File: config.mk
export PLATFORM = sky130hd
export DESIGN_NAME = iq_decode
export DESIGN_NICKNAME = d
export VERILOG_FILES = /design/src/source/couple_pkg.sv /design/src/source/iq_decode.sv
export SDC_FILE = /design/constraint.sdc
export NUM_CORES = 1
export LEC_CHECK = 0
export ABC_AREA = 1
export BUFFER_PORTS_ARGS = -buffer_cell sky130_fd_sc_hd__buf_2
export CAP_MARGIN = 20
export CORE_UTILIZATION = 53
export CTS_CLUSTER_SIZE = 25
export DETAILED_ROUTE_END_ITERATION = 16
export PLACE_DENSITY = 0.84
export SETUP_SLACK_MARGIN = 0.3
export SYNTH_ARGS = -nofsm -noshare
export SYNTH_HDL_FRONTEND = slang
export SYNTH_SLANG_ARGS = --single-unit
File: constraint.sdc
create_clock -name clk -period 3.5 [get_ports clk]
set_input_delay 0.7 -clock clk [delete_from_list [all_inputs] [get_ports clk]]
set_output_delay 0.7 -clock clk [all_outputs]
set_load 0.01 [all_outputs]
File: src/source/couple_pkg.sv
package couple_pkg;

	// Drive samples, coupling magnitudes and rotator X/Y all share this width
	localparam int DATA_W = 18;

	// Phase words cover one full circle in 2**PHASE_W steps
	localparam int PHASE_W = 19;

	// The pair output keeps one extra MSB above the data width
	localparam int OUT_W = DATA_W + 1;

	// Full signed product of two data words
	localparam int PROD_W = 2 * DATA_W;

	// Number of micro-rotations in the unrolled rotator
	localparam int CORDIC_STAGES = 18;

	// One input register in front of the micro-rotation stages
	localparam int CORDIC_LAT = CORDIC_STAGES + 1;

	// Rotator sample to pair output, rotator plus three result levels
	localparam int PIPE_LAT = CORDIC_LAT + 3;

	// Fraction bits carried below the output LSB inside the rotator
	localparam int CORDIC_GUARD = 2;

	// Rotator X/Y width, one growth bit for the gain plus the guard bits
	localparam int CORDIC_XW = DATA_W + 1 + CORDIC_GUARD;

	// Two coupling entries, one address bit
	localparam int N_COUPLE = 2;
	localparam int COUPLE_AW = $clog2(N_COUPLE);

	// Arctangent of 2**-i, in units of a full circle over 2**PHASE_W
	localparam logic [PHASE_W-1:0] CORDIC_ATAN [0:CORDIC_STAGES-1] = '{
		19'd65536, 19'd38688, 19'd20442, 19'd10377,
		19'd5208,  19'd2607,  19'd1304,  19'd652,
		19'd326,   19'd163,   19'd81,    19'd41,
		19'd20,    19'd10,    19'd5,     19'd3,
		19'd1,     19'd1
	};

endpackage

File: src/source/iq_decode.sv
`timescale 1ns/1ps

// Decode stage
// Turns the interleaved drive stream into a steady complex value and
// forms the total rotation phase from the LO phase and coupling offset
module iq_decode (
	input  logic                                  clk,
	input  logic                                  rst,
	// High on the I sample, low on the Q sample that precedes it
	input  logic                                  iq,
	input  logic signed [couple_pkg::DATA_W-1:0]  drive,
	// Expected to hold for two cycles at a time
	input  logic [couple_pkg::PHASE_W-1:0]        lo_phase,
	input  logic [couple_pkg::PHASE_W-1:0]        offset,
	output logic [couple_pkg::PHASE_W-1:0]        phase,
	output logic signed [couple_pkg::DATA_W-1:0]  d_real,
	output logic signed [couple_pkg::DATA_W-1:0]  d_imag
);

	// Previous drive sample, which holds Q when iq is high
	logic signed [couple_pkg::DATA_W-1:0] drive_d1;

	always_ff @(posedge clk) begin
		if (rst) begin
			drive_d1 <= '0;
			d_real   <= '0;
			d_imag   <= '0;
		end else begin
			drive_d1 <= drive;
			// Capture the I/Q pair once per two cycles
			// Both halves then stay put until the next I sample
			if (iq) begin
				d_real <= drive;
				d_imag <= drive_d1;
			end
		end
	end

	// Total phase, the adder simply wraps at a full circle
	// This register is the one-cycle lag that the crossed read addresses
	// of the coupling bank make up for
	always_ff @(posedge clk) begin
		if (rst) begin
			phase <= '0;
		end else begin
			phase <= lo_phase + offset;
		end
	end

endmodule

* Word level (Yosys, flattened, before mapping)
Cells that the tools add are included.
** Operators by class
- $add $sub $neg :: 1
** Operators by type and width (count)
- adder 19 bit :: 1
** Storage, ports and cells
- Register bits after elaboration :: 73
- Bits of input ports :: 59
- Output and inout port bits :: 55
- Word-level logic and storage cells :: 5

* Logic depth before layout (Yosys ltp)
- Depth in word-level cells :: 1
- Depth in mapped cells :: 13
- Depth with buffers taken out :: 13

* Least setup slack after synthesis
No wires, ideal clock.
- Path kind :: input -> register
- Start :: in offset[0] (netlist bit)
- End :: reg phase[16] (netlist bit)
- Arrival :: 1954 ps
- Setup time :: 115 ps
- Data required time :: 3385 ps
- Stages :: 11
- Buffers on the path :: 0
- Setup slack :: 1431 ps
- Cells stage by stage :: ha_1 inv_1 fa_1 inv_1 nand2_1 o21ai_2 nand2_2 nand2_2 nand2_1 a21oi_1 nor2_1
** On the way
- Longest elaborated chain between the ends :: 1
** RTL lines
- start, declared :: RTL line iq_decode.sv:14 : input logic [couple_pkg::PHASE_W-1:0] offset,
- adder 19 bit :: RTL line iq_decode.sv:46 : phase <= lo_phase + offset;
- end signal, assigned :: RTL line iq_decode.sv:46
- end, declared :: RTL line iq_decode.sv:15 : output logic [couple_pkg::PHASE_W-1:0] phase,
Every way passes these cells.
A chain may end at the register's enable or synchronous reset.

* Worst setup path after layout
- Start :: in offset[0] (netlist bit)
- End :: reg phase[12] (netlist bit)
The elaborated chain is that of the path after synthesis.

==> qor.yml <==
finish:
  fin_cells: 626
  fin_area_um2: 3979
  drive_gt1_frac: 0.2527
  layout_commonest_cell: "buf_2"
  nNetsFinal: 628
  antenna_cells: 0
  final_cell_mix: "113 x buf_2, 82 x nor2_1, 73 x nand2_1, 73 x dfxtp_1, 56 x inv_1"
  synthToLayoutAreaGrowth_pct: 24.32
  fill_cells: 474
timing:
  hold_viol: 0
  finalSetupTns_ps: 0
  relSlewSlack: 0.6486
  fin_skew_ps: 7.578
  fin_crit_ps: 1940
  finalCritPeriodShare: 0.5543
  slew_violations: 0
  setup_viol: 0
  grt_setup_unrepaired: "false"
  finalHoldWorstSlack_ps: 451.6
  tightest_slew_ps: 523.8
  max_freq_ghz: 0.5154
die:
  die_h_um: 79.71
  rows: 27
  dieArea_um2: 6354
  io_pins: 114
  initial_utilization: 0.5639
  die_x_um: 79.71
  core_um2: 5675
logic_synthesis:
  synth_top_family_by_area: "simple AND/OR/NAND/NOR gates"
  synth-xor-area-share: 0.002737
  synth_area_leaders: "dfxtp_1 46%, nor2_1 9.6%, nand2_1 8.6%"
  yosysSeqAreaShare: 0.4566
  synth_seq_cells: 73
  syn_avg_cell_area_um2: 7.307
  synth_top_area_cell: "dfxtp_1"
  synth_cells: 438
  syn_area_um2: 3201
  synth_simple_gate_area_frac: 0.2283
  yosysUniqueCellTypes: 23
  synth_compound_area_frac: 0.1482
  yosys.area.top_type_share: 0.4566
  synth_fp_nets: 516
  ys_warn_count: 0
  synthMuxAreaShare: 0
  synth-adder-area-share: 0.07662
placed_design:
  place_area_um2: 3809
  place_inst: 611
  dp_hpwl_um: 5253
  portBuffers: 113
  routabilityCongestion: 0.9140
setup_path:
  end_kind: "flip-flop"
  crit_family: "adder cells"
  cp_cell_sequence: "buf_2, ha_1, inv_1, fa_1, inv_1, nand2_1, o21ai_2, nand2_2, nand2_2, nand2_1, nand2_1, nand2_1, nand2_1, nor2_1"
  criticalPathCategory: "in -> reg"
  cp-start-kind: "input pin"
  arrival_ps: 2180
  crit_buf_inv: 3
  crit_path_frequent_cell: "nand2_1"
  crit_slowest_cell: "fa_1"
  reg2reg_depth: 2
  reg2reg_to: "d_real[4]"
  r2r-start: "d_real[4]"
  slowest_delay_ps: 350
  worstPathRequired_ps: 3740
  ff2ff_setup_slack_ps: 2810
  path_max_fanout: 4
  cp.depth: 14
clocking:
  clock_latency_ps: 340
  postCtsHoldBufs: 0
  clk_pin_slew_ps: 70
  post_cts_buffers: 0
  root_buffer: "clkbuf_8"
  htreeDepth: 3
  cts.path.max_buffers: 2
  cts_inserted_buffers: 9
  clkSinkCount: 73
  ctsResizeCount: 0
  cts_tree: "built"
drt:
  dr_total_vias: 3110
  viasPerCell: 4.968
  drt_first_pass_iters: 4
  wl_um: 7187
  drt_iter0_markers: 128
  ant_nets: 0
  wire_per_inst_um: 11.48
  drc: 0
min_path:
  hold_class: "reg -> reg"
  holdPathStages: 2
  hp-start: "drive_d1[16]"
  holdPathEnd: "d_imag[16]"
grt:
  grt_max_degree: 55
  grt_antenna_before_repair: 0
  grt_pass1_vias: 2828
  grt-ovfl-total: 0
  gr-usage-all-layers: 0.2420
  grt_pass1_wl_um: 12010
outcome:
  outcome: "finished, final reports clean"
power_and_ir_drop:
  total_power_mw: 1.852
  power.density_nw_per_um2: 465.3
  vdd_ir_drop_max_mv: 0.2857
  p_leak_nw: 2.189
job:
  drv_cap: 0
[synthesized netlist by cell type (all sizes together)]
cell type  instances
nor2              84
nand2             76
dfxtp             73
inv               57
o21ai             46
a21oi             45
ha                18
nand3             16
clkbuf            11
buf                3
and2               2
nor3               2
a211oi             1
clkinv             1
fa                 1
o21a               1
xnor2              1
[flip-flops by register name (all words and copies together) (netlist names)]
name	count
d_imag	18
d_real	18
drive_d1	18
phase	19
[logic make-up (layout without fill, tap and decap cells)]
| logic type | count (synthesis) | count (layout) |
|---|---|---|
| buffers and inverters | 72 | 188 |
| and+or+nand+nor | 180 | 180 |
| xor gates and xnor gates | 1 | 1 |
| AOI/OAI and AO/OA | 93 | 93 |
| adders and majority gates | 19 | 19 |
| DFF | 73 | 73 |
[how the worst max path moves through the flow]
stage          startpoint         to  slack, ps
5_1_grt         offset[0]  phase[12]       1390
2_1_floorplan   offset[0]  phase[16]       1430
3_5_place_dp    offset[0]  phase[12]       1210
3_3_place_gp    offset[0]  phase[12]       1250
4_1_cts         offset[0]  phase[12]       1570
6_report        offset[0]  phase[12]       1560
[report_power, final]
group / switching, mW / internal (mW)
Sequential: 0.0221 / 0.894
Clock: 0.307 / 0.271
Combinational: 0.216 / 0.141
[per-stage QoR]
step | utilization | setup slack (ps)
3_5_place_dp | 0.6711 | 1211
5_1_grt | 0.7011 | 1394
3_3_place_gp | 0.6711 | 1250
6_report | 0.7011 | 1560
4_1_cts | 0.7011 | 1566
2_1_floorplan | - | 1431
[worst min-delay path, cell delays in order, from the launching register on]
cell and delay [ps]:
dfxtp_1 310, nor2_1 40, nor2_1 80
[layer usage]
metal | track usage | up-vias | share of wire
li1 | - | 1620 | -
met1 | 0.2939 | 1387 | 0.46
met2 | 0.4145 | 94 | 0.48
met3 | 0.05486 | 9 | 0.053
met4 | 0.08909 | 0 | 0.014
met5 | 0 | - | 0
[final cells by class]
cell class	count	area [um2]	share of cell area
inverter	58	217.7	0.05472
sequential	73	1461	0.3673
multi-input combinational	293	1459	0.3667
tap	72	90.09	0.02264
clock inverter	5	32.53	0.008176
timing repair buffer	115	580.6	0.1459
clock buffer	10	137.6	0.03459
No activity file was read; power rests on OpenSTA's default activity.
