[src/source/couple_pkg.sv]
package couple_pkg;

	// Drive samples, coupling magnitudes and rotator X/Y all share this width
	localparam int DATA_W = 18;

	// Phase words cover one full circle in 2**PHASE_W steps
	localparam int PHASE_W = 19;

	// The pair output keeps one extra MSB above the data width
	localparam int OUT_W = DATA_W + 1;

	// Full signed product of two data words
	localparam int PROD_W = 2 * DATA_W;

	// Number of micro-rotations in the unrolled rotator
	localparam int CORDIC_STAGES = 18;

	// One input register in front of the micro-rotation stages
	localparam int CORDIC_LAT = CORDIC_STAGES + 1;

	// Rotator sample to pair output, rotator plus three result levels
	localparam int PIPE_LAT = CORDIC_LAT + 3;

	// Fraction bits carried below the output LSB inside the rotator
	localparam int CORDIC_GUARD = 2;

	// Rotator X/Y width, one growth bit for the gain plus the guard bits
	localparam int CORDIC_XW = DATA_W + 1 + CORDIC_GUARD;

	// Two coupling entries, one address bit
	localparam int N_COUPLE = 2;
	localparam int COUPLE_AW = $clog2(N_COUPLE);

	// Arctangent of 2**-i, in units of a full circle over 2**PHASE_W
	localparam logic [PHASE_W-1:0] CORDIC_ATAN [0:CORDIC_STAGES-1] = '{
		19'd65536, 19'd38688, 19'd20442, 19'd10377,
		19'd5208,  19'd2607,  19'd1304,  19'd652,
		19'd326,   19'd163,   19'd81,    19'd41,
		19'd20,    19'd10,    19'd5,     19'd3,
		19'd1,     19'd1
	};

endpackage

[src/source/coupling_regs.sv]
`timescale 1ns/1ps

// Register bank with the coupling magnitude and phase offset of each entry
module coupling_regs (
	input  logic                                  clk,
	input  logic                                  rst,
	// Host write port, both fields of one entry per strobe
	input  logic                                  cfg_we,
	input  logic [couple_pkg::COUPLE_AW-1:0]      cfg_addr,
	input  logic signed [couple_pkg::DATA_W-1:0]  cfg_mag,
	input  logic [couple_pkg::PHASE_W-1:0]        cfg_offset,
	// Independent read addresses for the two fields
	input  logic [couple_pkg::COUPLE_AW-1:0]      mag_addr,
	input  logic [couple_pkg::COUPLE_AW-1:0]      offset_addr,
	output logic signed [couple_pkg::DATA_W-1:0]  mag,
	output logic [couple_pkg::PHASE_W-1:0]        offset
);

	// Magnitudes are signed so a coupling can flip the field polarity
	logic signed [couple_pkg::DATA_W-1:0] mag_mem    [0:couple_pkg::N_COUPLE-1];
	logic [couple_pkg::PHASE_W-1:0]       offset_mem [0:couple_pkg::N_COUPLE-1];

	// A reset entry has zero coupling, so the stage output settles to zero
	always_ff @(posedge clk) begin
		if (rst) begin
			for (int k = 0; k < couple_pkg::N_COUPLE; k++) begin
				mag_mem[k]    <= '0;
				offset_mem[k] <= '0;
			end
		end else if (cfg_we) begin
			mag_mem[cfg_addr]    <= cfg_mag;
			offset_mem[cfg_addr] <= cfg_offset;
		end
	end

	// Combinational reads, a write shows up the cycle after its strobe
	// The top level reads the two fields from different entries so that
	// the offset leads the magnitude by the one cycle of the phase adder
	assign mag    = mag_mem[mag_addr];
	assign offset = offset_mem[offset_addr];

endmodule

[config.mk]
export PLATFORM = sky130hd
export DESIGN_NAME = coupling_regs
export DESIGN_NICKNAME = d
export VERILOG_FILES = /design/src/source/couple_pkg.sv /design/src/source/coupling_regs.sv
export SDC_FILE = /design/constraint.sdc
export NUM_CORES = 1
export LEC_CHECK = 0
export ABC_AREA = 1
export BUFFER_PORTS_ARGS = -buffer_cell sky130_fd_sc_hd__buf_2
export CORE_ASPECT_RATIO = 0.5
export CORE_MARGIN = 5
export CORE_UTILIZATION = 50
export CTS_BUF_LIST = sky130_fd_sc_hd__clkbuf_8
export DETAILED_ROUTE_END_ITERATION = 8
export PLACE_DENSITY = 0.87
export SYNTH_ARGS = -nofsm -noshare
export SYNTH_HDL_FRONTEND = slang
export SYNTH_SLANG_ARGS = --single-unit
[constraint.sdc]
create_clock -name clk -period 2.2 [get_ports clk]
set_input_delay 0.66 -clock clk [delete_from_list [all_inputs] [get_ports clk]]
set_output_delay 0.66 -clock clk [all_outputs]
set_load 0.005 [all_outputs]
=== Word level (Yosys, flattened, before mapping) ===
Memories as Yosys holds them, arrays and structs flattened.
Cells that the tools add are included.

* Bits in registers: 0
* Memory bits (writable): 74
* Output and inout bits: 37
* Memories kept: 2

{| class="wikitable"
|+ Memories
! memory !! depth !! bits a word !! read ports !! clocked after Yosys merged registers in !! write ports !! line !! text
|-
| offset_mem || 2 || 19 || 1 || 0 || 2 || coupling_regs.sv:21 || <nowiki>logic [couple_pkg::PHASE_W-1:0] offset_mem [0:couple_pkg::N_COUPLE-1];</nowiki>
|-
| mag_mem || 2 || 18 || 1 || 0 || 2 || coupling_regs.sv:20 || <nowiki>logic signed [couple_pkg::DATA_W-1:0] mag_mem [0:couple_pkg::N_COUPLE-1];</nowiki>
|}

* Muxes and demuxes: 11
* Reductions and logical operators: 2

{| class="wikitable"
|+ Operator list
! cell !! count
|-
| 2-to-1 mux 19 bit || 1
|-
| OR reduction 19 bit || 1
|-
| 2-to-1 mux 18 bit || 1
|-
| OR reduction 18 bit || 1
|-
| 2-to-1 mux 1 bit || 9
|}

=== Depth between registers and ports, before layout ===
* Word-level depth: 5
* Mapped depth: 5
* Mapped depth without buffers: 3

=== Worst setup path before layout ===
OpenSTA, ideal clock, no wires.

* Kind: input to register
* From: input rst
* To: memory mag_mem[0][0] (netlist name), enable pin
* Setup time: 0.395 ns
* Arrival time: 1.883 ns
* Required time: 1.805 ns
* Setup slack: -0.078 ns
* Stages on the path: 5
* Buffers on the path: 2
* Path through: inv_2 -> nand3_2 -> buf_6 -> buf_6 -> nand2_1

{| class="wikitable"
|+ RTL lines
! item !! line !! text
|-
| start: declaration || coupling_regs.sv:6 || <nowiki>input logic rst,</nowiki>
|-
| end: declaration || coupling_regs.sv:20 ||
|}

=== Final worst setup path ===
* From: input offset_addr
* To: output offset[14] (netlist name)

* Longest elaborated chain between the ends: 1

{| class="wikitable"
|+ RTL lines
! item !! line !! text
|-
| start: declaration || coupling_regs.sv:14 || <nowiki>input logic [couple_pkg::COUPLE_AW-1:0] offset_addr,</nowiki>
|-
| memory read (2 x 19 bit) || n/a ||
|-
| end: declaration || coupling_regs.sv:16 || <nowiki>output logic [couple_pkg::PHASE_W-1:0] offset</nowiki>
|}

No other way between the ends.

==> impl_metrics.csv <==
group,metric,value,unit
outcome,outcome,"finished clean",
sta,period_needed,1990,ps
finish,num-nets-final,443,
worst_setup_path,path_class,"in2out",
placed_design,place_ws,212,ps
global_routing,overflow,0,
worst_setup_path,slowest_delay,230,ps
sta,setup_ws,212,ps
route,wire_per_inst,12.0,um
placed_design,post_dp_cell_area,3880,um^2
route,finalWirelength,5.99,mm
clocking,cts_root_buf,"clkbuf_8",
route,ant_nets,0,
clocking,cts_tree,"yes",
worst_setup_path,end_kind,"output port",
die,fp.dieW,126,um
sta,hold_violations,0,
finish,drive_gt1_frac,0.358,
route,firstDrtPassIters,4,
finish,stdcell_area,4100,um^2
finish,layout_commonest_cell,"buf_2",
pwr,leakage,1.89,nW
worst_setup_path,cp_max_fo,38,
worst_setup_path,crit_slowest_cell,"o21ai_0",
min_path,hold_class,"in2reg",
placed_design,dpl.hpwl,4.16,mm
route,num_vias,2211,
clocking,clk_path_buf_depth,2,
synth,postSynthCellCount,318,
clocking,cts_resized,0,
worst_setup_path,cp_common_cell,"buf_2",
die,std_cell_rows,21,
synth,yosysWarnings,0,
global_routing,grt_max_degree,39,
placed_design,dp.cells,481,
route,routed_via_density,4.45,
sta,finalSetupViolCount,0,
synth,avgSynthCellArea,10.6,um^2
die,die_area,8550,um^2
die,initial_core_util,0.509,
worst_setup_path,crit_required,1540,ps
route,drt_iter0_drc,170,
sta,finalCritPeriodShare,0.904,
finish,mostFrequentLayoutCells,"buf_2, inv_1, edfxtp_1",
placed_design,portBuffers,79,
finish,area_growth,22.1,%
clocking,cts_inserted_buffers,9,
worst_setup_path,crit_chain,"buf_2, buf_12, o21ai_0, buf_2",
synth,synth.distinct_cells,13,
global_routing,grt_usage,0.144,
finish,fin_cells,497,
pwr,power_per_cell_area,767,nW/um^2
sta,fmax,0.503,GHz
clocking,cts.sinks,74,
placed_design,gp_congestion,0.765,
die,fp.dieH,67.9,um
die,fp.coreArea,6600,um^2
worst_setup_path,cp-start-kind,"input port",
synth,synth_area,3360,um^2
sta,slew_violations,0,
sta,tightestPinTransition,534,ps
flow_run,cap_violations,0,
global_routing,grt_pass1_vias,2166,
synth,ys_seq_area_frac,0.662,
worst_setup_path,cp.arrival,1330,ps
sta,rsz0062_at_grt,"no",
route,route.detailed.drc,0,
clocking,clk_pin_slew_worst_paths,80,ps
clocking,cts_max_level,3,
global_routing,grt_pass1_wl,9.54,mm
finish,n_antenna_cell,0,
synth,synth_seq_cells,74,
pwr,peakVddDrop,0.368,mV
global_routing,antenna_found_initial,0,
synth,syn_nets,361,
sta,relSlewSlack,0.644,
clocking,ctsHoldBuffers,0,
die,ioPinCount,80,
clocking,postCtsSetupRepairBufs,0,
[worst max-delay path, delay by kind of cell]
family          cells  cell delay [ps]
compound gates      1              230
buf+inv             3              430
[through the flow]
step,hold WS (ps),setup TNS (ps),total power [mW],util
2_1_floorplan,880,-5750,1.90,-
3_3_place_gp,967,0,2.05,0.589
3_5_place_dp,974,0,2.07,0.589
4_1_cts,609,0,3.17,0.622
5_1_grt,609,0,3.29,0.622
6_report,625,0,3.14,0.622
[Yosys cell counts]
library cell | instances | area share
inv_1 | 75 | 0.084
edfxtp_1 | 74 | 0.66
nand2_1 | 39 | 0.044
nor2_2 | 38 | 0.071
o21ai_0 | 37 | 0.055
nor2_1 | 36 | 0.040
buf_6 | 7 | 0.023
buf_2 | 6 | 0.0089
nand3_2 | 2 | 0.0060
buf_4 | 1 | 0.0022
clkbuf_1 | 1 | 0.0011
clkbuf_2 | 1 | 0.0015
inv_2 | 1 | 0.0011
[area by class of cell]
cell class / instances / area, um^2
Tap cell: 92 / 115
Fill cell: 559 / 2500
Timing Repair Buffer: 87 / 531
Multi-Input combinational cell: 152 / 729
Clock buffer: 9 / 124
Inverter: 76 / 285
Sequential cell: 74 / 2220
Clock inverter: 7 / 92.6
[final timing paths]
kind	from	endpoint	slack, ps	cells past startpoint
worst max-delay path	offset_addr	offset[14]	210	4
worst min-delay path	cfg_offset[6]	offset_mem[0][6]	620	3
[flip-flops by register name, summed over array words and instances, names as in the netlist]
name / count
offset_mem: 38
mag_mem: 36
[cells by family after synthesis]
family	share of synthesized area
DFF	0.662
buffers and inverters	0.122
AOI/OAI and AO/OA	0.0552
and+or+nand+nor	0.161
[layer usage]
layer,wire [um],track usage,up-vias,part of all wire
met3,243,0.0421,10,0.041
li1,-,-,1143,-
met5,0,0,-,0
met4,84,0.0548,0,0.014
met1,2400,0.156,1021,0.40
met2,3260,0.274,37,0.54
[report_power, final]
| group | total [mW] | leakage, nW | switching, mW | internal (mW) |
|---|---|---|---|---|
| clock network | 1.12 | 0.103 | 0.480 | 0.636 |
| logic | 0.329 | 1.06 | 0.189 | 0.140 |
| registers | 1.70 | 0.728 | 0.0293 | 1.67 |
(Power assumes the default switching activity.)
