**src/source/couple_pkg.sv**
```systemverilog
package couple_pkg;

	// Drive samples, coupling magnitudes and rotator X/Y all share this width
	localparam int DATA_W = 18;

	// Phase words cover one full circle in 2**PHASE_W steps
	localparam int PHASE_W = 19;

	// The pair output keeps one extra MSB above the data width
	localparam int OUT_W = DATA_W + 1;

	// Full signed product of two data words
	localparam int PROD_W = 2 * DATA_W;

	// Number of micro-rotations in the unrolled rotator
	localparam int CORDIC_STAGES = 18;

	// One input register in front of the micro-rotation stages
	localparam int CORDIC_LAT = CORDIC_STAGES + 1;

	// Rotator sample to pair output, rotator plus three result levels
	localparam int PIPE_LAT = CORDIC_LAT + 3;

	// Fraction bits carried below the output LSB inside the rotator
	localparam int CORDIC_GUARD = 2;

	// Rotator X/Y width, one growth bit for the gain plus the guard bits
	localparam int CORDIC_XW = DATA_W + 1 + CORDIC_GUARD;

	// Two coupling entries, one address bit
	localparam int N_COUPLE = 2;
	localparam int COUPLE_AW = $clog2(N_COUPLE);

	// Arctangent of 2**-i, in units of a full circle over 2**PHASE_W
	localparam logic [PHASE_W-1:0] CORDIC_ATAN [0:CORDIC_STAGES-1] = '{
		19'd65536, 19'd38688, 19'd20442, 19'd10377,
		19'd5208,  19'd2607,  19'd1304,  19'd652,
		19'd326,   19'd163,   19'd81,    19'd41,
		19'd20,    19'd10,    19'd5,     19'd3,
		19'd1,     19'd1
	};

endpackage

```
**src/source/couple_result.sv**
```systemverilog
`timescale 1ns/1ps

// Result stage
// Real part of (xout + j*yout) * (d_real + j*d_imag), which is
// xout*d_real - yout*d_imag
module couple_result (
	input  logic                                  clk,
	input  logic                                  rst,
	input  logic signed [couple_pkg::DATA_W-1:0]  xout,
	input  logic signed [couple_pkg::DATA_W-1:0]  yout,
	input  logic signed [couple_pkg::DATA_W-1:0]  d_real,
	input  logic signed [couple_pkg::DATA_W-1:0]  d_imag,
	output logic signed [couple_pkg::OUT_W-1:0]   pair
);

	// Full products, one hard multiplier each
	logic signed [couple_pkg::PROD_W-1:0] prod_x;
	logic signed [couple_pkg::PROD_W-1:0] prod_y;

	// Truncated products after the second register level
	logic signed [couple_pkg::DATA_W-1:0] prod_x_t;
	logic signed [couple_pkg::DATA_W-1:0] prod_y_t;

	always_ff @(posedge clk) begin
		if (rst) begin
			prod_x   <= '0;
			prod_y   <= '0;
			prod_x_t <= '0;
			prod_y_t <= '0;
			pair     <= '0;
		end else begin
			prod_x <= xout * d_real;
			prod_y <= yout * d_imag;
			// Keep bits 34 down to 17, the top bit only matters for the
			// single full-scale negative times full-scale negative case
			prod_x_t <= prod_x[couple_pkg::PROD_W-2 -: couple_pkg::DATA_W];
			prod_y_t <= prod_y[couple_pkg::PROD_W-2 -: couple_pkg::DATA_W];
			// Sign-extend by one bit so the difference never wraps
			// The output is not saturated, a later sum can absorb the extra MSB
			pair <= {prod_x_t[couple_pkg::DATA_W-1], prod_x_t}
				- {prod_y_t[couple_pkg::DATA_W-1], prod_y_t};
		end
	end

endmodule

```
**config.mk**
```make
export PLATFORM = sky130hd
export DESIGN_NAME = couple_result
export DESIGN_NICKNAME = d
export VERILOG_FILES = /design/src/source/couple_pkg.sv /design/src/source/couple_result.sv
export SDC_FILE = /design/constraint.sdc
export NUM_CORES = 2
export LEC_CHECK = 0
export ABC_CLOCK_PERIOD_IN_PS = 17900
export BUFFER_PORTS_ARGS = -buffer_cell sky130_fd_sc_hd__buf_2
export CAP_MARGIN = 40
export CORE_ASPECT_RATIO = 1.25
export CORE_MARGIN = 3
export CORE_UTILIZATION = 25
export DETAILED_ROUTE_END_ITERATION = 16
export PLACE_DENSITY = 0.43
export SYNTH_ARGS = -nofsm -noshare
export SYNTH_HDL_FRONTEND = slang
export SYNTH_SLANG_ARGS = --single-unit
```
**constraint.sdc**
```tcl
create_clock -name clk -period 17.9 [get_ports clk]
set_input_delay 1.79 -clock clk [delete_from_list [all_inputs] [get_ports clk]]
set_output_delay 1.79 -clock clk [all_outputs]
set_load 0.05 [all_outputs]
```
**Yosys cells after proc, flatten, opt, wreduce, memory -nomap -nowiden**

Cells that the tools add are included.

- Add/subtract/negate cells: 1
- Multiply operators: 2

Operators with widths:

| cell | count |
|---|---|
| $mul 18x18->35 | 2 |
| $sub 18x18->19 | 1 |

- Flip-flop bits (word level): 125

**Depth between registers and ports, before layout**

- Depth in word-level cells: 1
- Mapped depth: 26
- Depth with buffers taken out: 24

**Least setup slack after synthesis**

OpenSTA, ideal clock, no wires.

- Path type: input to register
- From: input yout[17] in the netlist's numbering
- To: register prod_y[32] in the netlist's numbering
- Stages: 25
- Library setup time: 0.121 ns
- Buffers on the path: 2
- Arrival: 7.440 ns
- Slack: 10.339 ns
- Cell sequence: clkbuf_1 -> clkbuf_1 -> nand2_1 -> fa_1 -> inv_1 -> fa_1 -> inv_1 -> fa_1 -> fa_1 -> inv_1 -> fa_1 -> inv_1 -> fa_1 -> inv_1 -> ha_1 -> a21o_1 -> a21o_1 -> a21o_1 -> a2111oi_2 -> o21a_2 -> o21ai_2 -> nand3_2 -> nand2_1 -> a31o_1 -> mux2_4

- Cells in the longest elaborated chain, start to end: 1

Ends and longest elaborated chain:

| element | line | source |
|---|---|---|
| from (decl) | couple_result.sv:10 | `input logic signed [couple_pkg::DATA_W-1:0] yout,` |
| $mul 18x18->35 | couple_result.sv:33 | `prod_y <= yout * d_imag;` |
| to (signal assigned) | couple_result.sv:33 |  |
| to (decl) | couple_result.sv:18 | `logic signed [couple_pkg::PROD_W-1:0] prod_y;` |

No other way between the ends.
A chain may end at the register's enable or synchronous reset.

**Worst setup path in the final report**

- From: input yout[10] in the netlist's numbering
- To: register prod_y[32] in the netlist's numbering

The elaborated chain is that of the path after synthesis.

==> impl_metrics.json <==
{
  "crit_arrival_ns": 8.08,
  "start_kind": "input pin",
  "yosys.area_share.simple_pct": 16.1,
  "yosysSeqAreaShare_pct": 7.07,
  "rsz0062_at_grt": "no",
  "drt_wl_total_mm": 65.9,
  "ant_nets": 0,
  "synth_seq_cells": 91,
  "n_antenna_cell": 0,
  "dp.cells": 4083,
  "fmax_mhz": 128,
  "synth_xor_area_share_pct": 2.11,
  "synth_cell_type_count": 59,
  "critPathMaxStageDelay_ns": 0.82,
  "gp_congestion": 0.794,
  "cp-endpoint": "prod_y[32]",
  "cts_buffer_depth": 2,
  "via_per_inst": 4.19,
  "wire_per_inst_um": 16.1,
  "maxSlewHeadroom_pct": 38.5,
  "drc": 0,
  "regToRegSetupSlack_ns": 14.50,
  "finalMaxSlewViolations": 0,
  "cts.sinks": 91,
  "die_h_um": 365,
  "holdBufCountCts": 0,
  "nets": 3673,
  "fill_cells": 10969,
  "ys_warn_count": 0,
  "netlist_instances": 2760,
  "grt_max_degree": 63,
  "grtUsageTotal_pct": 13.0,
  "clk_latency_ns": 0.35,
  "drive_above_1_share_pct": 4.44,
  "slowest_stage": "a221oi_1",
  "cts_max_level": 3,
  "finClkSkew_ns": 0.00884,
  "synth_flop_cell": "dfxtp_1",
  "synth_edf_count": 0,
  "die_w_um": 293,
  "synthAdderAreaFrac_pct": 59.3,
  "critPathLaunch": "yout[10]",
  "postCtsSetupRepairBufs": 0,
  "drtPass1Iterations": 5,
  "pin_count": 93,
  "core_sq_mm": 0.102,
  "post-dp-hpwl_mm": 54.9,
  "crit_fanout": 18,
  "clk_pin_slew_worst_paths_ns": 0.06,
  "first_global_vias": 19374,
  "timing.rr.end": "pair[14]",
  "start_util_pct": 25.2,
  "finalCritPeriodShare_pct": 43.8,
  "setup_viol_count_final": 0,
  "crit_path_end_kind": "register",
  "cp_common_cell": "fa_1",
  "area_delta_synth_final_pct": 8.08,
  "crit_chain": "buf_2, nand2_1, fa_1, fa_1, fa_1, fa_1, inv_1, fa_1, inv_1, fa_1, inv_1, ha_1, o2111ai_1, a221oi_1, a2111oi_2, o21a_2, o21ai_2, nand3_2, nand2_1, a31o_1, mux2_4",
  "max_cap_viol_count": 0,
  "setup_tns_ns": 0,
  "cp_data_required_time_ns": 18.14,
  "synthMuxAreaShare_pct": 0.141,
  "synthesis.nets": 3669,
  "grt_antenna_before_repair": 0,
  "r2r-start": "prod_x_t[0]",
  "numCtsBuffers": 9,
  "fin_crit_ns": 7.83,
  "hold_viol": 0,
  "vias": 17189,
  "dr.first_iter.drc_count": 541,
  "root_buffer": "clkbuf_16",
  "worst_slew_pin_slew_ns": 0.922,
  "status": "complete, no violations",
  "synth_area_sq_mm": 0.0258,
  "port_buffers": 92,
  "overflow": 0,
  "die_area_sq_mm": 0.107,
  "core.rowCount": 131,
  "async_reset_ff_share_pct": 0,
  "grt_pass1_wl_mm": 108,
  "crit_type": "input pin to register",
  "hp-class": "register to register",
  "rr_worst_depth": 13,
  "cts-resized-gates": 0,
  "synth_compound_area_share_pct": 3.17,
  "cts_tree": "built",
  "synth.avg_cell_area_sq_um": 9.34,
  "synth_top_family_by_area": "adder cells",
  "stdcell_count": 4099
}
worst min-delay path by stage:
stage | from | end | slack, ns | cells after the start
detailed placement | prod_x[20] | prod_x_t[3] | 0.42 | 1
CTS | prod_x[20] | prod_x_t[3] | 0.44 | 1
finish | prod_x[20] | prod_x_t[3] | 0.43 | 1
global placement | prod_y[18] | prod_y_t[1] | 0.42 | 1
floorplan | prod_x[17] | prod_x_t[0] | 0.41 | 1
global route | prod_y[19] | prod_y_t[2] | 0.46 | 1
synth_stat cells (3+ instances only):
cell | instances | share of area (%)
clkbuf_1 | 100 | 1.5
ha_1 | 190 | 9.2
nor2b_1 | 49 | 1.2
and2_1 | 300 | 7.3
inv_1 | 730 | 11
a211oi_1 | 6 | 0.17
a2111oi_0 | 3 | 0.10
a21o_1 | 17 | 0.50
nand2b_1 | 16 | 0.39
xnor2_1 | 47 | 1.6
o21ai_0 | 12 | 0.23
a31oi_1 | 8 | 0.19
nand3_1 | 7 | 0.14
a221oi_1 | 3 | 0.10
o21ai_1 | 5 | 0.097
nand4_1 | 4 | 0.097
dfxtp_1 | 91 | 7.1
nor2_1 | 79 | 1.2
nand4b_1 | 3 | 0.10
and4_1 | 5 | 0.17
and3_1 | 9 | 0.22
nor3_1 | 15 | 0.29
a21oi_1 | 25 | 0.49
o21a_1 | 6 | 0.17
fa_1 | 645 | 50
o21bai_1 | 5 | 0.15
xor2_1 | 15 | 0.51
or3_1 | 5 | 0.12
nand2_1 | 323 | 4.7
logic make-up after synthesis:
group,Yosys count
adder cells (fa/ha/maj),835
buffers and inverters,831
AND/OR/NAND/NOR,823
AO/OA/AOI/OAI,115
flip-flops,91
XOR/XNOR,62
multiplexers,3
cells in the final DEF (no fill, tap or decap), types with 15 or more instances in the layout:
cell / count
inv_1: 730
fa_1: 645
nand2_1: 323
and2_1: 300
ha_1: 190
buf_2: 91
dfxtp_1: 91
nor2_1: 79
nor2b_1: 49
xnor2_1: 47
a21oi_1: 25
a21o_1: 17
nand2b_1: 16
xor2_1: 15
nor3_1: 15
cell type report:
class                      instances  area (sq um)  share of cell area [%]
multi-input combinational       1838         20800                    74.8
clock inverter                     6          90.1                   0.323
clock buffer                      10           229                   0.822
sequential                        91          1820                    6.54
inverter                         730          2740                    9.84
timing repair buffer              94           478                    1.72
tap                             1330          1660                    5.97
per-layer routing:
layer / up-vias / share of wire (%) / global-route usage (%)
li1: 7915 / - / -
met1: 9052 / 41 / 15.6
met2: 170 / 55 / 25.1
met3: 52 / 1.7 / 1.04
met4: 0 / 2.3 / 2.82
met5: - / 0 / 0
worst max-delay path, delay by kind of cell:
family / cells / cell delay (ns)
AO/OA/AOI/OAI: 6 / 1.74
adder cells (fa/ha/maj): 7 / 3.38
buffers and inverters: 4 / 0.49
multiplexers: 1 / 0.30
AND/OR/NAND/NOR: 3 / 0.37
sequential cells by signal, summed over array words and instances (netlist names):
name / count
prod_x: 18
prod_y_t: 18
pair: 19
prod_y: 18
prod_x_t: 18
through the flow:
stage / hold WS (ns) / util, % / cell area (sq um) / setup slack (ns)
floorplan: 0.414 / - / 25800 / 10.34
global placement: 0.416 / 27.0 / 27500 / 9.67
detailed placement: 0.424 / 27.0 / 27500 / 9.59
CTS: 0.438 / 27.3 / 27900 / 9.97
global route: 0.456 / 27.3 / 27900 / 9.69
finish: 0.435 / 27.3 / 27900 / 10.07
Power is left out: the tool's default activity adds up to more than one toggle a clock period on the data nets, which glitch-free logic cannot reach.
