`src/source/couple_pkg.sv`:
```
package couple_pkg;

	// Drive samples, coupling magnitudes and rotator X/Y all share this width
	localparam int DATA_W = 18;

	// Phase words cover one full circle in 2**PHASE_W steps
	localparam int PHASE_W = 19;

	// The pair output keeps one extra MSB above the data width
	localparam int OUT_W = DATA_W + 1;

	// Full signed product of two data words
	localparam int PROD_W = 2 * DATA_W;

	// Number of micro-rotations in the unrolled rotator
	localparam int CORDIC_STAGES = 18;

	// One input register in front of the micro-rotation stages
	localparam int CORDIC_LAT = CORDIC_STAGES + 1;

	// Rotator sample to pair output, rotator plus three result levels
	localparam int PIPE_LAT = CORDIC_LAT + 3;

	// Fraction bits carried below the output LSB inside the rotator
	localparam int CORDIC_GUARD = 2;

	// Rotator X/Y width, one growth bit for the gain plus the guard bits
	localparam int CORDIC_XW = DATA_W + 1 + CORDIC_GUARD;

	// Two coupling entries, one address bit
	localparam int N_COUPLE = 2;
	localparam int COUPLE_AW = $clog2(N_COUPLE);

	// Arctangent of 2**-i, in units of a full circle over 2**PHASE_W
	localparam logic [PHASE_W-1:0] CORDIC_ATAN [0:CORDIC_STAGES-1] = '{
		19'd65536, 19'd38688, 19'd20442, 19'd10377,
		19'd5208,  19'd2607,  19'd1304,  19'd652,
		19'd326,   19'd163,   19'd81,    19'd41,
		19'd20,    19'd10,    19'd5,     19'd3,
		19'd1,     19'd1
	};

endpackage

```
`src/source/cordic_rotate.sv`:
```
`timescale 1ns/1ps

// Execute stage
// Fully unrolled CORDIC in rotation mode. The vector (mag, 0) is turned
// by phase, so X and Y come out as mag*cos and mag*sin times the CORDIC
// gain of about 1.647. The gain is left in on purpose, the couplings
// are scaled with it in mind
module cordic_rotate (
	input  logic                                  clk,
	input  logic                                  rst,
	input  logic signed [couple_pkg::DATA_W-1:0]  mag,
	input  logic [couple_pkg::PHASE_W-1:0]        phase,
	output logic signed [couple_pkg::DATA_W-1:0]  xout,
	output logic signed [couple_pkg::DATA_W-1:0]  yout
);

	// Vector and residual angle at the input of each stage
	// Index 0 is the input register, index CORDIC_STAGES the last stage
	logic signed [couple_pkg::CORDIC_XW-1:0] x_pipe [0:couple_pkg::CORDIC_STAGES];
	logic signed [couple_pkg::CORDIC_XW-1:0] y_pipe [0:couple_pkg::CORDIC_STAGES];
	// The last stage has no use for its angle, so one fewer entry here
	logic signed [couple_pkg::PHASE_W-1:0]   z_pipe [0:couple_pkg::CORDIC_STAGES-1];

	// Set when the phase lies in the left half-plane
	logic fold;

	// Magnitude widened by one growth bit and shifted up by the guard bits
	logic signed [couple_pkg::CORDIC_XW-1:0] mag_ext;

	// Top two phase bits 01 and 10 are the second and third quadrants
	assign fold = phase[couple_pkg::PHASE_W-1] ^ phase[couple_pkg::PHASE_W-2];

	assign mag_ext = $signed({
		{(couple_pkg::CORDIC_XW - couple_pkg::DATA_W - couple_pkg::CORDIC_GUARD)
			{mag[couple_pkg::DATA_W-1]}},
		mag,
		{couple_pkg::CORDIC_GUARD{1'b0}}
	});

	// Input register
	// Rotating -v by (phase - half circle) equals rotating v by phase,
	// which brings the angle inside +/- a quarter circle where the
	// micro-rotations converge. Flipping the phase MSB subtracts the half
	// circle, and the extra growth bit keeps the negation of the most
	// negative magnitude from wrapping
	always_ff @(posedge clk) begin
		if (rst) begin
			x_pipe[0] <= '0;
			y_pipe[0] <= '0;
			z_pipe[0] <= '0;
		end else begin
			x_pipe[0] <= fold ? -mag_ext : mag_ext;
			// Start vector lies on the X axis
			y_pipe[0] <= '0;
			z_pipe[0] <= $signed({phase[couple_pkg::PHASE_W-1] ^ fold,
				phase[couple_pkg::PHASE_W-2:0]});
		end
	end

	// Micro-rotation stages
	for (genvar i = 0; i < couple_pkg::CORDIC_STAGES; i++) begin : g_stage

		// Each stage turns the vector by +/- atan(2**-i) toward zero residual
		always_ff @(posedge clk) begin
			if (rst) begin
				x_pipe[i+1] <= '0;
				y_pipe[i+1] <= '0;
			end else if (!z_pipe[i][couple_pkg::PHASE_W-1]) begin
				// Residual positive, turn counter-clockwise
				x_pipe[i+1] <= x_pipe[i] - (y_pipe[i] >>> i);
				y_pipe[i+1] <= y_pipe[i] + (x_pipe[i] >>> i);
			end else begin
				x_pipe[i+1] <= x_pipe[i] + (y_pipe[i] >>> i);
				y_pipe[i+1] <= y_pipe[i] - (x_pipe[i] >>> i);
			end
		end

		// Residual angle update, only where a later stage still reads it
		if (i < couple_pkg::CORDIC_STAGES - 1) begin : g_angle
			always_ff @(posedge clk) begin
				if (rst) begin
					z_pipe[i+1] <= '0;
				end else if (!z_pipe[i][couple_pkg::PHASE_W-1]) begin
					z_pipe[i+1] <= z_pipe[i] - $signed(couple_pkg::CORDIC_ATAN[i]);
				end else begin
					z_pipe[i+1] <= z_pipe[i] + $signed(couple_pkg::CORDIC_ATAN[i]);
				end
			end
		end

	end

	// Output rounding
	// Drop the guard bits with round-half-up. The growth bit is dropped too,
	// so magnitudes above about 0.6 of full scale wrap after the gain
	assign xout = x_pipe[couple_pkg::CORDIC_STAGES][couple_pkg::CORDIC_GUARD +: couple_pkg::DATA_W]
		+ {{(couple_pkg::DATA_W-1){1'b0}},
		x_pipe[couple_pkg::CORDIC_STAGES][couple_pkg::CORDIC_GUARD-1]};

	assign yout = y_pipe[couple_pkg::CORDIC_STAGES][couple_pkg::CORDIC_GUARD +: couple_pkg::DATA_W]
		+ {{(couple_pkg::DATA_W-1){1'b0}},
		y_pipe[couple_pkg::CORDIC_STAGES][couple_pkg::CORDIC_GUARD-1]};

endmodule

```
`config.mk`:
```
export PLATFORM = sky130hd
export DESIGN_NAME = cordic_rotate
export DESIGN_NICKNAME = d
export VERILOG_FILES = /design/src/source/couple_pkg.sv /design/src/source/cordic_rotate.sv
export SDC_FILE = /design/constraint.sdc
export NUM_CORES = 2
export LEC_CHECK = 0
export BUFFER_PORTS_ARGS = -buffer_cell sky130_fd_sc_hd__buf_2
export CORE_MARGIN = 4
export CORE_UTILIZATION = 65
export CTS_CLUSTER_SIZE = 16
export DETAILED_ROUTE_END_ITERATION = 10
export GPL_TIMING_DRIVEN = 1
export PLACE_DENSITY_LB_ADDON = 0.12
export SLEW_MARGIN = 20
export SYNTH_ARGS = -nofsm -noshare
export SYNTH_HDL_FRONTEND = slang
export SYNTH_SLANG_ARGS = --single-unit
export TNS_END_PERCENT = 1
```
`constraint.sdc`:
```
create_clock -name clk -period 10.4 [get_ports clk]
set_input_delay 0.52 -clock clk [delete_from_list [all_inputs] [get_ports clk]]
set_output_delay 0.52 -clock clk [all_outputs]
set_load 0.02 [all_outputs]
```
### Yosys cells after proc, flatten, opt, wreduce, memory -nomap -nowiden

Memories as Yosys holds them, arrays and structs flattened.
Cells that the tools add are included.

* logic and storage cells: 443
* register bits: 0
* memories: 3
* output and inout port bits: 36
* bits in writable memories: 1140
* bits of input ports: 39

Memories
* x_pipe: words 19, width 21, rd ports 19, clocked after Yosys merged registers in 0, write ports 19, line cordic_rotate.sv:19 `logic signed [couple_pkg::CORDIC_XW-1:0] x_pipe [0:couple_pkg::CORDIC_STAGES];`
* y_pipe: words 19, width 21, rd ports 19, clocked after Yosys merged registers in 0, write ports 19, line cordic_rotate.sv:20 `logic signed [couple_pkg::CORDIC_XW-1:0] y_pipe [0:couple_pkg::CORDIC_STAGES];`
* z_pipe: words 18, width 19, rd ports 18, clocked after Yosys merged registers in 0, write ports 18, line cordic_rotate.sv:22 `logic signed [couple_pkg::PHASE_W-1:0] z_pipe [0:couple_pkg::CORDIC_STAGES-1];`

* $add $sub $neg: 108
* bitwise operators: 111
* mux-type cells: 221

Operator list (number)
* $mux W21: 75
* $mux W19: 35
* $mux W1: 111
* $or A1 B1 Y1: 109
* $add A21 B10 Y21: 2
* $add A21 B11 Y21: 2
* $add A21 B12 Y21: 2
* $add A21 B13 Y21: 2
* $add A21 B14 Y21: 2
* $add A21 B15 Y21: 2
* $add A21 B16 Y21: 2
* $add A21 B17 Y21: 2
* $add A21 B18 Y21: 2
* $add A21 B19 Y21: 2
* $add A21 B20 Y21: 2
* $add A21 B4 Y21: 2
* $add A21 B5 Y21: 2
* $add A21 B6 Y21: 2
* $add A21 B7 Y21: 2
* $add A21 B8 Y21: 2
* $add A21 B9 Y21: 2
* $sub A21 B10 Y21: 2
* $sub A21 B11 Y21: 2
* $sub A21 B12 Y21: 2
* 53 further kinds: 70

### Logic depth before layout (Yosys ltp)

An unclocked memory read counts as a cell.

* depth in word-level cells: 6
* gate-level depth with buffers: 17
* mapped depth without buffers: 17

### Least setup slack after synthesis

OpenSTA, ideal clock, no wires.

* path type: input to register
* from: input rst
* to: memory x_pipe[16][20] (netlist name) (data pin)
* buffers on the path: 3
* required time: 10134 ps
* library setup time: 266 ps
* arrival: 3924 ps
* setup slack: 6210 ps
* stages on the path: 16
* path through: clkbuf_1 nand2b_1 clkbuf_1 clkbuf_1 a21oi_1 ha_1 or3_1 a21oi_1 o211ai_1 a31oi_1 o311ai_0 a21o_1 a21o_1 a31oi_1 xnor2_1 nor2_1

RTL lines
* from (decl): line cordic_rotate.sv:10 `input logic rst,`
* to (decl): line cordic_rotate.sv:19

==> reports/summary.txt <==
status: completed
top post-synthesis cells by area: edfxtp_1 30%, ha_1 16%, nor2_1 6.8%, a21oi_1 5.2%, xnor2_1 5.1%
WL/cell: 18.0 µm
Final WS setup: 5520 ps
WP data required: 10910 ps
Synth Area in XOR/XNOR: 0.0741
CTS tree: yes
worst hold path class: primary input to flip-flop
Core ar.: 163000 µm²
DP HPWL: 218000 µm
final setup vio count: 0
critical path peak fanout: 42
die width: 412 µm
grt ovf: 0
TritonCTS Buffers: 132
Async S/R FF share, synth: 0
Crit Path Class: flip-flop to flip-flop
busiest grt layer: met2
EDFF count, synth: 1049
Max rail drop VDD: 0.245 mV
Via density: 5.96
H-tree Lvls: 4
final hold violation count: 0
Starting Density: 0.653
portion of netlist area occupied by mux cells: 0.0115
IO Count: 75
Rel. slew slack: 0.252
first-pass GRT wire length: 452000 µm
CP max stage cell: clkinv_1
Max Clk Rate: 205 MHz
fin. max-slew vios: 0
Overall Global Routing Usage: 0.323
Sink Count: 1087
Worst Max-Slew Pin Slew: 1120 ps
Synth Register Bits: 1087
# rows: 148
largest net degree at the start of global routing: 181
Final Skew: 40.4 ps
DP Area: 112000 µm²
Power, Total: 34.8 mW
synthesized area: 106000 µm²
PortBufs: 74
adder-cell share of the synthesized area: 0.173
fraction of layout cells with a size suffix above 1: 0.0342
Synth Area in Simple Gates: 0.174
Die Height: 412 µm
Vias: 93504
ys flop type: edfxtp_1
pre-CTS setup slack: 4950 ps
Cells after Synth: 12576
Clock Path Buffers: 3
P per Cell Area: 299 nW/µm²
Die ar.: 170000 µm²
Detailed Route WL: 282000 µm
Nets: 14862
post-route cell area: 116000 µm²
CTS root buf: clkbuf_16
Worst Hold Depth: 3
Mean Syn Cell Area: 8.45 µm²
met3 Use GR: 0.0385
top-area cell type share of the netlist area: 0.296
drc violations: 0
cell count of the worst reg-to-reg path: 16
critical path launch point type: flip-flop
final design utilization: 0.715
crit share post-route: 0.469
drt first-iter violations: 7974
RSZ-0062 raised after global routing: false
Setup TNS: 0 ps
MaxCap Viol Count: 0
synth warn: 0
Routed Antenna Nets: 0
RePlAce Congestion: 0.959
Worst path top cell family by delay: compound AO/OA/AOI/OAI gates
CP Buf/Inv Count: 2
Final min period: 4880 ps
LEAKAGE: 50.7 nW
largest family of logic cells by synthesized area: compound AO/OA/AOI/OAI gates
CP Capture Type: flip-flop
Worst EP arrival: 5390 ps
CP Cell Sequence: nand2b_1 > buf_4 > clkinv_1 > nor2_1 > xnor2_1 > ha_1 > a21o_1 > a21oi_1 > o21ai_0 > a2111oi_0 > o21bai_1 > a21oi_1 > o22ai_1 > a211oi_1 > xor2_1 > nor2_1
CP peak stage delay: 540 ps
Netlist cell types: 88
register clock-pin slew on the reported worst setup and hold paths: 60 ps
count leader, synth: nor2_1
vias in the first global route: 90024
met1 Usage GRT: 0.394
Pre-antenna DRT Iters: 6
area grow syn2layout: 9.47%
WP depth: 16
initial antenna violation count: 3
commonest cells in the synthesized netlist: 1921 x nor2_1, 1367 x ha_1, 1103 x a21oi_1, 1061 x inv_1, 1049 x edfxtp_1
Worst-Skew Late Latency: 820 ps
post-synthesis sequential area ratio: 0.304
leading area contributor after synthesis: edfxtp_1
grt met2 use: 0.568
post-synthesis compound-gate area fraction: 0.208
==> worst register-to-register path: stages, from the launching register on <==
cell	delay, ps
edfxtp_1	360
nand2b_1	90
buf_4	460
clkinv_1	630
nor2_1	270
xnor2_1	150
ha_1	290
a21o_1	190
a21oi_1	250
o21ai_0	220
a2111oi_0	490
o21bai_1	210
a21oi_1	350
o22ai_1	150
a211oi_1	240
xor2_1	180
nor2_1	50
==> path summary, 6_finish.rpt <==
kind | start | end | slack [ps]
max | z_pipe[15][18]$_DFFE_PP_ | y_pipe[16][18]$_SDFFCE_PN0P_ | 5520
min | mag[17] | x_pipe[0][19]$_SDFF_PP0_ | 50
max reg2reg | z_pipe[15][18]$_DFFE_PP_ | y_pipe[16][18]$_SDFFCE_PN0P_ | 5520
min reg2reg | z_pipe[0][4]$_SDFF_PP0_ | z_pipe[1][4]$_DFFE_PP_ | 520
==> cell type report <==
cell class	instances	area, µm²
Clock inverter	88	843
Inverter	1067	4010
Sequential cell	1087	32300
Clock buffer	154	3470
Fill cell	13014	46300
Multi-Input combinational cell	10960	72000
Antenna cell	2	5.00
Tap cell	2175	2720
Timing Repair Buffer	143	1000
==> state kept, by name, summed over array words and instances (netlist names) <==
register	flops
x_pipe	392
y_pipe	371
z_pipe	324
==> layer usage <==
metal  vias up  part of all wire  wire length (µm)
met4         2             0.051             14500
li1      45388                 -                 -
met3       798             0.054             15300
met1     44122              0.41            115000
met2      3194              0.49            138000
met5         -          0.000039                11
==> layout by cell type, fill, tap and decap left out, types with 150 or more instances in the layout <==
master and n:
inv_1 1061, nor3_1 360, o21bai_1 193, ha_1 1367, a21oi_1 1103, xor2_1 280
a21o_1 228, o21ai_0 724, nor2_1 1921, nand2b_1 178, conb_1 1049, nand3_1 195
a211oi_1 150, nor2b_1 273, nand2_1 487, xnor2_1 619, edfxtp_1 1049
==> what timing repair did <==
item | in CTS | in global routing
endpoints found under the hold margin | 23 | 0
setup buffers | 0 | 0
endpoints found under the setup margin | 0 | 0
gates resized for setup | 0 | 0
hold buffers | 23 | 0
==> where the power goes <==
part | internal (mW) | leakage [nW] | switching (mW) | total, mW
logic | 8.83 | 37.6 | 13.0 | 21.9
clock network | 2.71 | 2.10 | 1.93 | 4.64
registers | 6.59 | 11.0 | 1.68 | 8.27
total | 18.1 | 50.7 | 16.7 | 34.8
==> through the flow <==
step / hold WS (ps) / instances
after CTS: 1.92 / 15673
after global placement: 498 / 15408
final: 46.3 / 15676
after detailed placement: 514 / 15408
after floorplan: 494 / 13624
after global routing: 41.3 / 15675
==> cell families (layout without fill, tap and decap cells) <==
logic type,Yosys count,count (layout)
AO/OA/AOI/OAI,3469,3469
multiplexers,120,120
flip-flops,1087,1087
other,1,1051
adder cells (fa/ha/maj),1432,1432
XOR/XNOR,899,899
AND/OR/NAND/NOR,3991,3991
buffers and inverters,1577,1452
(Power assumes the default switching activity.)
